--- config.mk ---
export PLATFORM = sky130hd
export DESIGN_NAME = floor_ctl_top
export DESIGN_NICKNAME = d
export VERILOG_FILES = /design/src/hw/floor_ctl_pkg.sv /design/src/hw/request_bank.sv /design/src/hw/car_dispatch.sv /design/src/hw/floor_ctl_top.sv
export VERILOG_INCLUDE_DIRS = /design/src /design/src/hw
export SDC_FILE = /design/constraint.sdc
export NUM_CORES = 1
export LEC_CHECK = 0
export ABC_AREA = 0
export BUFFER_PORTS_ARGS = -buffer_cell sky130_fd_sc_hd__buf_2
export CAP_MARGIN = 15
export CORE_ASPECT_RATIO = 1.4
export CORE_UTILIZATION = 53
export CTS_CLUSTER_DIAMETER = 120
export DETAILED_ROUTE_END_ITERATION = 12
export PLACE_DENSITY = 0.85
export SLEW_MARGIN = 40
export SYNTH_ARGS = -nofsm -noshare
export SYNTH_HDL_FRONTEND = slang
export SYNTH_SLANG_ARGS = --single-unit
export TNS_END_PERCENT = 50
--- constraint.sdc ---
create_clock -name clock -period 3.15 [get_ports clock]
set_input_delay 0.1575 -clock clock [delete_from_list [all_inputs] [get_ports clock]]
set_output_delay 0.1575 -clock clock [all_outputs]
set_load 0.02 [all_outputs]
--- src/hw/floor_ctl_settings.svh ---
/*
 * Build-time constants of the floor request controller.
 * Included by the package, every RTL module and the testbench files.
 */

`ifndef FLOOR_CTL_SETTINGS_SVH
`define FLOOR_CTL_SETTINGS_SVH

//////////////////////////////////////////////////////////////////////
// Building size
//////////////////////////////////////////////////////////////////////

// Number of served floors, one button and one light per floor
`define FLOOR_COUNT 11

// Bits needed to code a floor number
`define FLOOR_BITS 4

//////////////////////////////////////////////////////////////////////
// Fixed values
//////////////////////////////////////////////////////////////////////

// All request lights dark
`define LIGHTS_OFF {`FLOOR_COUNT{1'b0}}

`endif

--- src/hw/floor_ctl_pkg.sv ---
/*
 * Shared types of the floor request controller.
 * Imported by wildcard in the header of each module that needs them.
 */

`include "floor_ctl_settings.svh"

package floor_ctl_pkg;

    // Floor code, bottom floor is zero
    typedef enum logic [`FLOOR_BITS-1:0] {
        FLOOR_1  = 0,
        FLOOR_2  = 1,
        FLOOR_3  = 2,
        FLOOR_4  = 3,
        FLOOR_5  = 4,
        FLOOR_6  = 5,
        FLOOR_7  = 6,
        FLOOR_8  = 7,
        FLOOR_9  = 8,
        FLOOR_10 = 9,
        FLOOR_11 = 10
    } floor_t;

    // Travel direction handed to the car FSM
    typedef enum logic {
        DIR_DOWN = 1'b0,
        DIR_UP   = 1'b1
    } dir_t;

endpackage

--- src/hw/request_bank.sv ---
/*
 * One bank of request lights, used once for hall calls and once for the car panel.
 * Latches at most one new press per clock and clears the light of a floor on arrival.
 */

`include "floor_ctl_settings.svh"
`timescale 1ns/1ns

module request_bank
    import floor_ctl_pkg::*;
(
    input  logic                    clock,
    input  logic                    reset_n,
    input  logic [`FLOOR_COUNT-1:0] buttons,
    input  floor_t                  current_floor,
    input  logic                    elevator_moving,
    input  logic                    power_switch,
    input  logic                    emergency_btn,
    output logic [`FLOOR_COUNT-1:0] lights
);

    // One-hot view of the floor the car stands at
    logic [`FLOOR_COUNT-1:0] floor_onehot;

    // Presses that may still become a new light
    logic [`FLOOR_COUNT-1:0] eligible;

    // Single light chosen this cycle
    logic [`FLOOR_COUNT-1:0] new_press;
    logic                    press_found;

    // Light to drop because the car is stopped at its floor
    logic [`FLOOR_COUNT-1:0] arrive_clear;

    logic [`FLOOR_COUNT-1:0] next_lights;
    logic                    update_en;

    //////////////////////////////////////////////////////////////////////
    // Request selection
    //////////////////////////////////////////////////////////////////////

    always_comb begin
        for (int i = 0; i < `FLOOR_COUNT; i++) begin
            floor_onehot[i] = (current_floor == floor_t'(i));
        end
    end

    // A press for the current floor is refused, a lit floor needs no new press
    assign eligible = buttons & ~lights & ~floor_onehot;

    // Priority search, lowest floor wins
    always_comb begin
        new_press   = `LIGHTS_OFF;
        press_found = 1'b0;
        for (int i = 0; i < `FLOOR_COUNT; i++) begin
            if (eligible[i] && !press_found) begin
                new_press[i] = 1'b1;
                press_found  = 1'b1;
            end
        end
    end

    // Clearing only happens while the car is standing still
    assign arrive_clear = elevator_moving ? `LIGHTS_OFF : floor_onehot;

    assign next_lights = (lights | new_press) & ~arrive_clear;

    //////////////////////////////////////////////////////////////////////
    // Light register
    //////////////////////////////////////////////////////////////////////

    // Power off or emergency freezes the whole bank
    assign update_en = power_switch && !emergency_btn;

    always_ff @(posedge clock or negedge reset_n) begin
        if (!reset_n) begin
            lights <= `LIGHTS_OFF;
        end else if (update_en) begin
            lights <= next_lights;
        end
    end

endmodule

--- src/hw/car_dispatch.sv ---
/*
 * Dispatch stage, turns the two light banks into a target floor and a travel request.
 * Purely combinational, also gates the door buttons into door permits.
 */

`include "floor_ctl_settings.svh"
`timescale 1ns/1ns

module car_dispatch
    import floor_ctl_pkg::*;
(
    input  logic [`FLOOR_COUNT-1:0] call_button_lights,
    input  logic [`FLOOR_COUNT-1:0] panel_button_lights,
    input  floor_t                  current_floor,
    input  logic                    elevator_moving,
    input  logic                    power_switch,
    input  logic                    emergency_btn,
    input  logic                    door_open_btn,
    input  logic                    door_close_btn,
    output floor_t                  elevator_floor_selector,
    output dir_t                    direction_selector,
    output logic                    activate_elevator,
    output logic                    door_open_allowed,
    output logic                    door_close_allowed
);

    // Hall and car requests count alike
    logic [`FLOOR_COUNT-1:0] merged_lights;

    floor_t lowest_lit;
    logic   lit_found;

    // Car is standing still with power on
    logic   stopped_powered;

    //////////////////////////////////////////////////////////////////////
    // Target selection
    //////////////////////////////////////////////////////////////////////

    assign merged_lights = call_button_lights | panel_button_lights;

    // Priority encoder, the lowest lit floor is served first
    always_comb begin
        // With nothing lit the car simply stays where it is
        lowest_lit = current_floor;
        lit_found  = 1'b0;
        for (int i = 0; i < `FLOOR_COUNT; i++) begin
            if (merged_lights[i] && !lit_found) begin
                lowest_lit = floor_t'(i);
                lit_found  = 1'b1;
            end
        end
    end

    assign elevator_floor_selector = lowest_lit;

    //////////////////////////////////////////////////////////////////////
    // Travel request
    //////////////////////////////////////////////////////////////////////

    assign activate_elevator = power_switch && !emergency_btn && !elevator_moving &&
                               (elevator_floor_selector != current_floor);

    // Equal floors fall to DIR_DOWN, activate is low then anyway
    assign direction_selector = (elevator_floor_selector > current_floor) ? DIR_UP : DIR_DOWN;

    //////////////////////////////////////////////////////////////////////
    // Door permits
    //////////////////////////////////////////////////////////////////////

    assign stopped_powered = power_switch && !elevator_moving;

    assign door_open_allowed  = stopped_powered && door_open_btn;
    assign door_close_allowed = stopped_powered && door_close_btn;

endmodule

--- src/hw/floor_ctl_top.sv ---
/*
 * Top level of the floor request controller.
 * Hall bank and car bank run side by side and feed the dispatch stage.
 */

`include "floor_ctl_settings.svh"
`timescale 1ns/1ns

module floor_ctl_top
    import floor_ctl_pkg::*;
(
    input  logic                    clock,
    input  logic                    reset_n,
    input  logic [`FLOOR_COUNT-1:0] floor_call_buttons,
    input  logic [`FLOOR_COUNT-1:0] panel_buttons,
    input  logic                    door_open_btn,
    input  logic                    door_close_btn,
    input  logic                    emergency_btn,
    input  logic                    power_switch,
    input  floor_t                  current_floor,
    input  logic                    elevator_moving,
    output floor_t                  elevator_floor_selector,
    output dir_t                    direction_selector,
    output logic                    activate_elevator,
    output logic                    door_open_allowed,
    output logic                    door_close_allowed,
    output logic [`FLOOR_COUNT-1:0] call_button_lights,
    output logic [`FLOOR_COUNT-1:0] panel_button_lights
);

    // Hall call buttons outside the car
    request_bank hall_bank0 (
        .clock           (clock),
        .reset_n         (reset_n),
        .buttons         (floor_call_buttons),
        .current_floor   (current_floor),
        .elevator_moving (elevator_moving),
        .power_switch    (power_switch),
        .emergency_btn   (emergency_btn),
        .lights          (call_button_lights)
    );

    // Destination buttons on the car panel
    request_bank car_bank0 (
        .clock           (clock),
        .reset_n         (reset_n),
        .buttons         (panel_buttons),
        .current_floor   (current_floor),
        .elevator_moving (elevator_moving),
        .power_switch    (power_switch),
        .emergency_btn   (emergency_btn),
        .lights          (panel_button_lights)
    );

    car_dispatch dispatch0 (
        .call_button_lights      (call_button_lights),
        .panel_button_lights     (panel_button_lights),
        .current_floor           (current_floor),
        .elevator_moving         (elevator_moving),
        .power_switch            (power_switch),
        .emergency_btn           (emergency_btn),
        .door_open_btn           (door_open_btn),
        .door_close_btn          (door_close_btn),
        .elevator_floor_selector (elevator_floor_selector),
        .direction_selector      (direction_selector),
        .activate_elevator       (activate_elevator),
        .door_open_allowed       (door_open_allowed),
        .door_close_allowed      (door_close_allowed)
    );

endmodule

# Word level (Yosys, flattened, before mapping)
# Index checks and enable logic that the tools add are counted.
# totals
ff_bits,22
inputBits,33
# op_classes
muxes,63
magnitude_cmp,1
n_reduce_logical,69
eq_ne,11
bitwise_logic,13
# op_table
cell,n
bitwise AND 11 bit,6
two-way mux 1 bit,51
two-way mux 4 bit,11
inverter 11 bit,4
logical AND 1 bit,36
bitwise OR 11 bit,3
logical NOT 1 bit,32
"== test 4 x 3 -> 1 bit, second input constant",4
"== test 4 bit, second input constant",3
two-way mux 11 bit,1
"== test 4 x 2 -> 1 bit, second input constant",2
"== test 4 x 1 -> 1 bit, second input constant",1
greater-than comparator 4 bit,1
logical NOT 4 bit,1
!= test 4 bit,1

# Depth between registers and ports, before layout
# logic_depth
word_depth,36
depth_mapped,9

# Hierarchy
# A second synthesis with hierarchy kept.
# unflattened
cells_unflattened,232
area_unflattened_um2,1919.3
# modules_own_cells
module,instances,seq_area_each_um2,cells_per_inst,area_per_inst_um2
request_bank,2,275.3,94,808.3
car_dispatch,1,0.0,44,302.8

# Worst setup path after synthesis
# OpenSTA, ideal clock, no wires.
# synth_timing
path_kind,reg2out
startpoint,register hall_bank0.lights[8]
endpoint,output port direction_selector
required_ns,2.992
stages_incl_launch_ff,9
t_arrival_ns,2.504
path_buffers,0
setup_slack_ns,0.489
path_cell_list,dfrtp_1 > or2_2 > o41ai_1 > nand2_1 > a21boi_0 > ha_1 > nand3_1 > o22ai_1 > o21a_1
# synth_between
elab_chain_len,11
elab_cells_between_ends,13
cone_classes,order compare: 1; mux: 6; bitwise: 1; reduce/logical: 5
# synth_lines
element,line,source
from (decl),request_bank.sv:19,output logic [`FLOOR_COUNT-1:0] lights
from (signal assigned),request_bank.sv:77,lights <= `LIGHTS_OFF;
from (signal assigned),request_bank.sv:79,lights <= next_lights;
bitwise OR 11 bit (*),car_dispatch.sv:40,assign merged_lights = call_button_lights | panel_button_lights;
logical AND 1 bit (*),car_dispatch.sv:48,if (merged_lights[i] && !lit_found) begin
two-way mux 1 bit,car_dispatch.sv:48,
logical NOT 1 bit,car_dispatch.sv:48,
logical AND 1 bit,car_dispatch.sv:48,
two-way mux 1 bit,car_dispatch.sv:48,
logical NOT 1 bit,car_dispatch.sv:48,
logical AND 1 bit,car_dispatch.sv:48,
two-way mux 4 bit (*),car_dispatch.sv:48,
via elevator_floor_selector[1],floor_ctl_top.sv:22,"output floor_t elevator_floor_selector,"
greater-than comparator 4 bit (*),car_dispatch.sv:65,assign direction_selector = (elevator_floor_selector > current_floor) ? DIR_UP : DIR_DOWN;
two-way mux 1 bit (*),car_dispatch.sv:65,
to (decl),floor_ctl_top.sv:23,"output dir_t direction_selector,"
# Mark *: on every way through the listed nets, which the timed path passes. The rest lies on a longest branch.

# Worst setup path in the final report
# layout_timing
startpoint,register hall_bank0.lights[6]
endpoint,output port activate_elevator
# layout_between
elab_chain_len,17
elab_cells_between_ends,21
cone_classes,eq/ne: 1; mux: 9; bitwise: 1; reduce/logical: 10
# layout_lines
element,line,source
bitwise OR 11 bit (*),car_dispatch.sv:40,
logical AND 1 bit (*),car_dispatch.sv:48,
two-way mux 1 bit,car_dispatch.sv:48,
logical NOT 1 bit,car_dispatch.sv:48,
logical AND 1 bit,car_dispatch.sv:48,
two-way mux 1 bit,car_dispatch.sv:48,
logical NOT 1 bit,car_dispatch.sv:48,
logical AND 1 bit,car_dispatch.sv:48,
two-way mux 1 bit,car_dispatch.sv:48,
logical NOT 1 bit,car_dispatch.sv:48,
logical AND 1 bit,car_dispatch.sv:48,
two-way mux 1 bit,car_dispatch.sv:48,
logical NOT 1 bit,car_dispatch.sv:48,
logical AND 1 bit,car_dispatch.sv:48,
two-way mux 4 bit (*),car_dispatch.sv:48,
!= test 4 bit (*),car_dispatch.sv:62,(elevator_floor_selector != current_floor);
logical AND 1 bit (*),car_dispatch.sv:61,assign activate_elevator = power_switch && !emergency_btn && !elevator_moving &&
to (decl),floor_ctl_top.sv:24,"output logic activate_elevator,"
# Mark *: on every way between the ends. The rest lies on a longest branch, timed or not.

==> flow_metrics.tcl <==
set metrics [dict create \
    leakagePower_nw 0.911 \
    slew_headroom 0.549 \
    netlist_area_um2 1700 \
    row_count 24 \
    synth_common_cells "nand2_1 (28), dfrtp_1 (22), nor2_1 (12), nor2b_1 (9), nand3_1 (8)" \
    numCtsBuffers 3 \
    cts.path.max_buffers 2 \
    yosysWarnings 0 \
    grt_pass1_vias 1777 \
    drive_above_1_share 0.311 \
    synth_edf_count 0 \
    netlist_instances 194 \
    layout_min_cycle_time_ns 2.79 \
    antenna_left 0 \
    multi_input_area_um2 1100 \
    setup_tns_ns 0 \
    core_um2 3090 \
    setup_viol_count_final 0 \
    maxCapViolCount 0 \
    routed_wirelength_um 4870 \
    final-max-slew-violation-count 0 \
    regArea_um2 551 \
    drc 0 \
    synth_flop_cell "dfrtp_1" \
    num_antenna_cells 0 \
    grt_max_degree 23 \
    fillers 288 \
    cp_max_fo 5 \
    worst_slew_pin_slew_ns 0.675 \
    overflow 0 \
    grt_pass1_wl_um 8000 \
    synthTopCellsByArea "dfrtp_1 (32%), nand2_1 (6.2%), nor2b_1 (3.3%)" \
    crit_type "reg -> out" \
    first_pass_iters 4 \
    die_h_um 69.0 \
    reg2reg_depth 3 \
    setup_ws_ns 0.355 \
    arrival_ns 2.64 \
    synth.most_common_cell "nand2_1" \
    synth.distinct_cells 55 \
    tritoncts "yes" \
    yosysTopAreaCellShare 0.324 \
    htreeDepth 1 \
    dp_hpwl_um 3830 \
    grt_usage 0.305 \
    status "completed" \
    numPortBuffers 62 \
    die_area_um2 3440 \
    root_buffer "clkbuf_8" \
    worstReg2RegEnd "car_bank0.lights[5]" \
    syn2layout_area_growth_pct 23.2 \
    io_pins 63 \
    drtIter0Drc 94 \
    post_drt_wl_per_cell_um 16.4 \
    clk_pin_slew_ns 0.08 \
    post_cts_resized 0 \
    min_path_cells 2 \
    rsz0062_at_grt "false" \
    final_util 0.678 \
    clkLatencyLatePin_ns 0.26 \
    ys_async_sr_fraction 1.00 \
    ys_ff_latch 22 \
    power_density_nw_per_um2 610 \
    min_to "car_bank0.lights[0]" \
    nNetsFinal 296 \
    hp-class "in -> reg" \
    post-place-ws_ns 0.683 \
    skew_ns 0.00118 \
    initial_core_util 0.550 \
    dr_total_vias 1849 \
    reg2reg_slack_ns 1.55 \
    cts.sinks 22 \
    worstReg2RegStart "car_bank0.lights[2]" \
    avgSynthCellArea_um2 8.77 \
    final.period_utilization 0.887 \
    ir_worst_vdd_v 0.000508 \
    fin_hold_ws_ns 0.124 \
    end_kind "output port" \
    synth_area_leader_cell "dfrtp_1" \
    max_freq_mhz 358 \
    hold_start "panel_buttons[0]" \
    gp_congestion 0.981 \
    critPathLaunchType "flip-flop" \
    ys_seq_area_frac 0.324 \
    viasPerCell 6.25 \
    die_w_um 49.9 \
    synth_nets 231 \
    cp.required_ns 2.99 \
    final-hold-violation-count 0 \
    antenna_found_initial 0 \
]
==> power by group <==
part	leakage, nW	switching (mW)	total [mW]	internal, mW
Clock	0.0216	0.0920	0.178	0.0855
Combinational	0.653	0.354	0.592	0.238
Sequential	0.236	0.128	0.509	0.381
Total	0.911	0.574	1.28	0.705
==> metal layers <==
metal	vias up	GRT usage	share of wire
met5	-	0	0
met4	0	0.149	0.026
met3	11	0.0397	0.052
met2	89	0.518	0.52
met1	867	0.368	0.40
li1	882	-	-
==> final cells by class <==
type	instances	area share
inverters	7	0.0125
clock buffers	3	0.0197
flip-flops and latches	22	0.263
multi-input cells	161	0.526
repair buffers	64	0.156
well taps	39	0.0233
==> worst max-delay path, cell delays in order, from the launching register on <==
cell and delay, ns:
dfrtp_1 0.43, nor4_1 0.52, and2_1 0.22, nand3_1 0.12, o32a_1 0.37, ha_1 0.27
nand4_1 0.11, and2_1 0.18, buf_2 0.15
==> kinds of logic (layout without fill, tap and decap cells) <==
kind of cell	count (synthesis)	count (layout)	synth area share
adders and majority gates	4	4	0.0294
DFF	22	22	0.324
buffers and inverters	11	74	0.0287
and+or+nand+nor	109	109	0.395
AOI/OAI and AO/OA	48	48	0.224
==> state kept, by name, indices dropped and copies added, names as in the netlist <==
signal             flops
car_bank0.lights      11
hall_bank0.lights     11
==> stage by stage <==
stage	power, mW	instance area (um2)	instances
final	1.28	2100	296
after global routing	1.36	2100	296
after CTS	1.28	2100	296
after detailed placement	1.10	2050	292
after global placement	1.08	2050	292
after floorplan	0.879	1700	194
==> worst max-delay path by stage <==
| stage | startpoint | to | slack (ns) | cells after the start |
|---|---|---|---|---|
| after floorplan | hall_bank0.lights[8] | direction_selector | 0.49 | 8 |
| after global placement | car_bank0.lights[6] | activate_elevator | 0.72 | 8 |
| after detailed placement | car_bank0.lights[6] | activate_elevator | 0.68 | 8 |
| after CTS | hall_bank0.lights[6] | activate_elevator | 0.39 | 8 |
| after global routing | hall_bank0.lights[8] | direction_selector | 0.17 | 9 |
| final | hall_bank0.lights[6] | activate_elevator | 0.36 | 8 |
==> timing repair <==
item | in CTS | in global routing
hold buffers | 1 | 0
endpoints found under the hold margin | 22 | 0
setup endpoints to repair | 0 | 0
buffers inserted | 0 | 0
==> cell usage in the layout, fill, tap and decap left out, drive strengths merged, types with 5 or more instances in the layout <==
cell / n
buf: 63
nand2: 28
dfrtp: 22
nor2: 12
nor2b: 9
nand3: 8
inv: 7
nand2b: 7
nor4: 7
a21oi: 6
a22o: 6
o21ai: 5
a32o: 5
or4b: 5
Note: power is estimated with default switching activity, not from simulation.
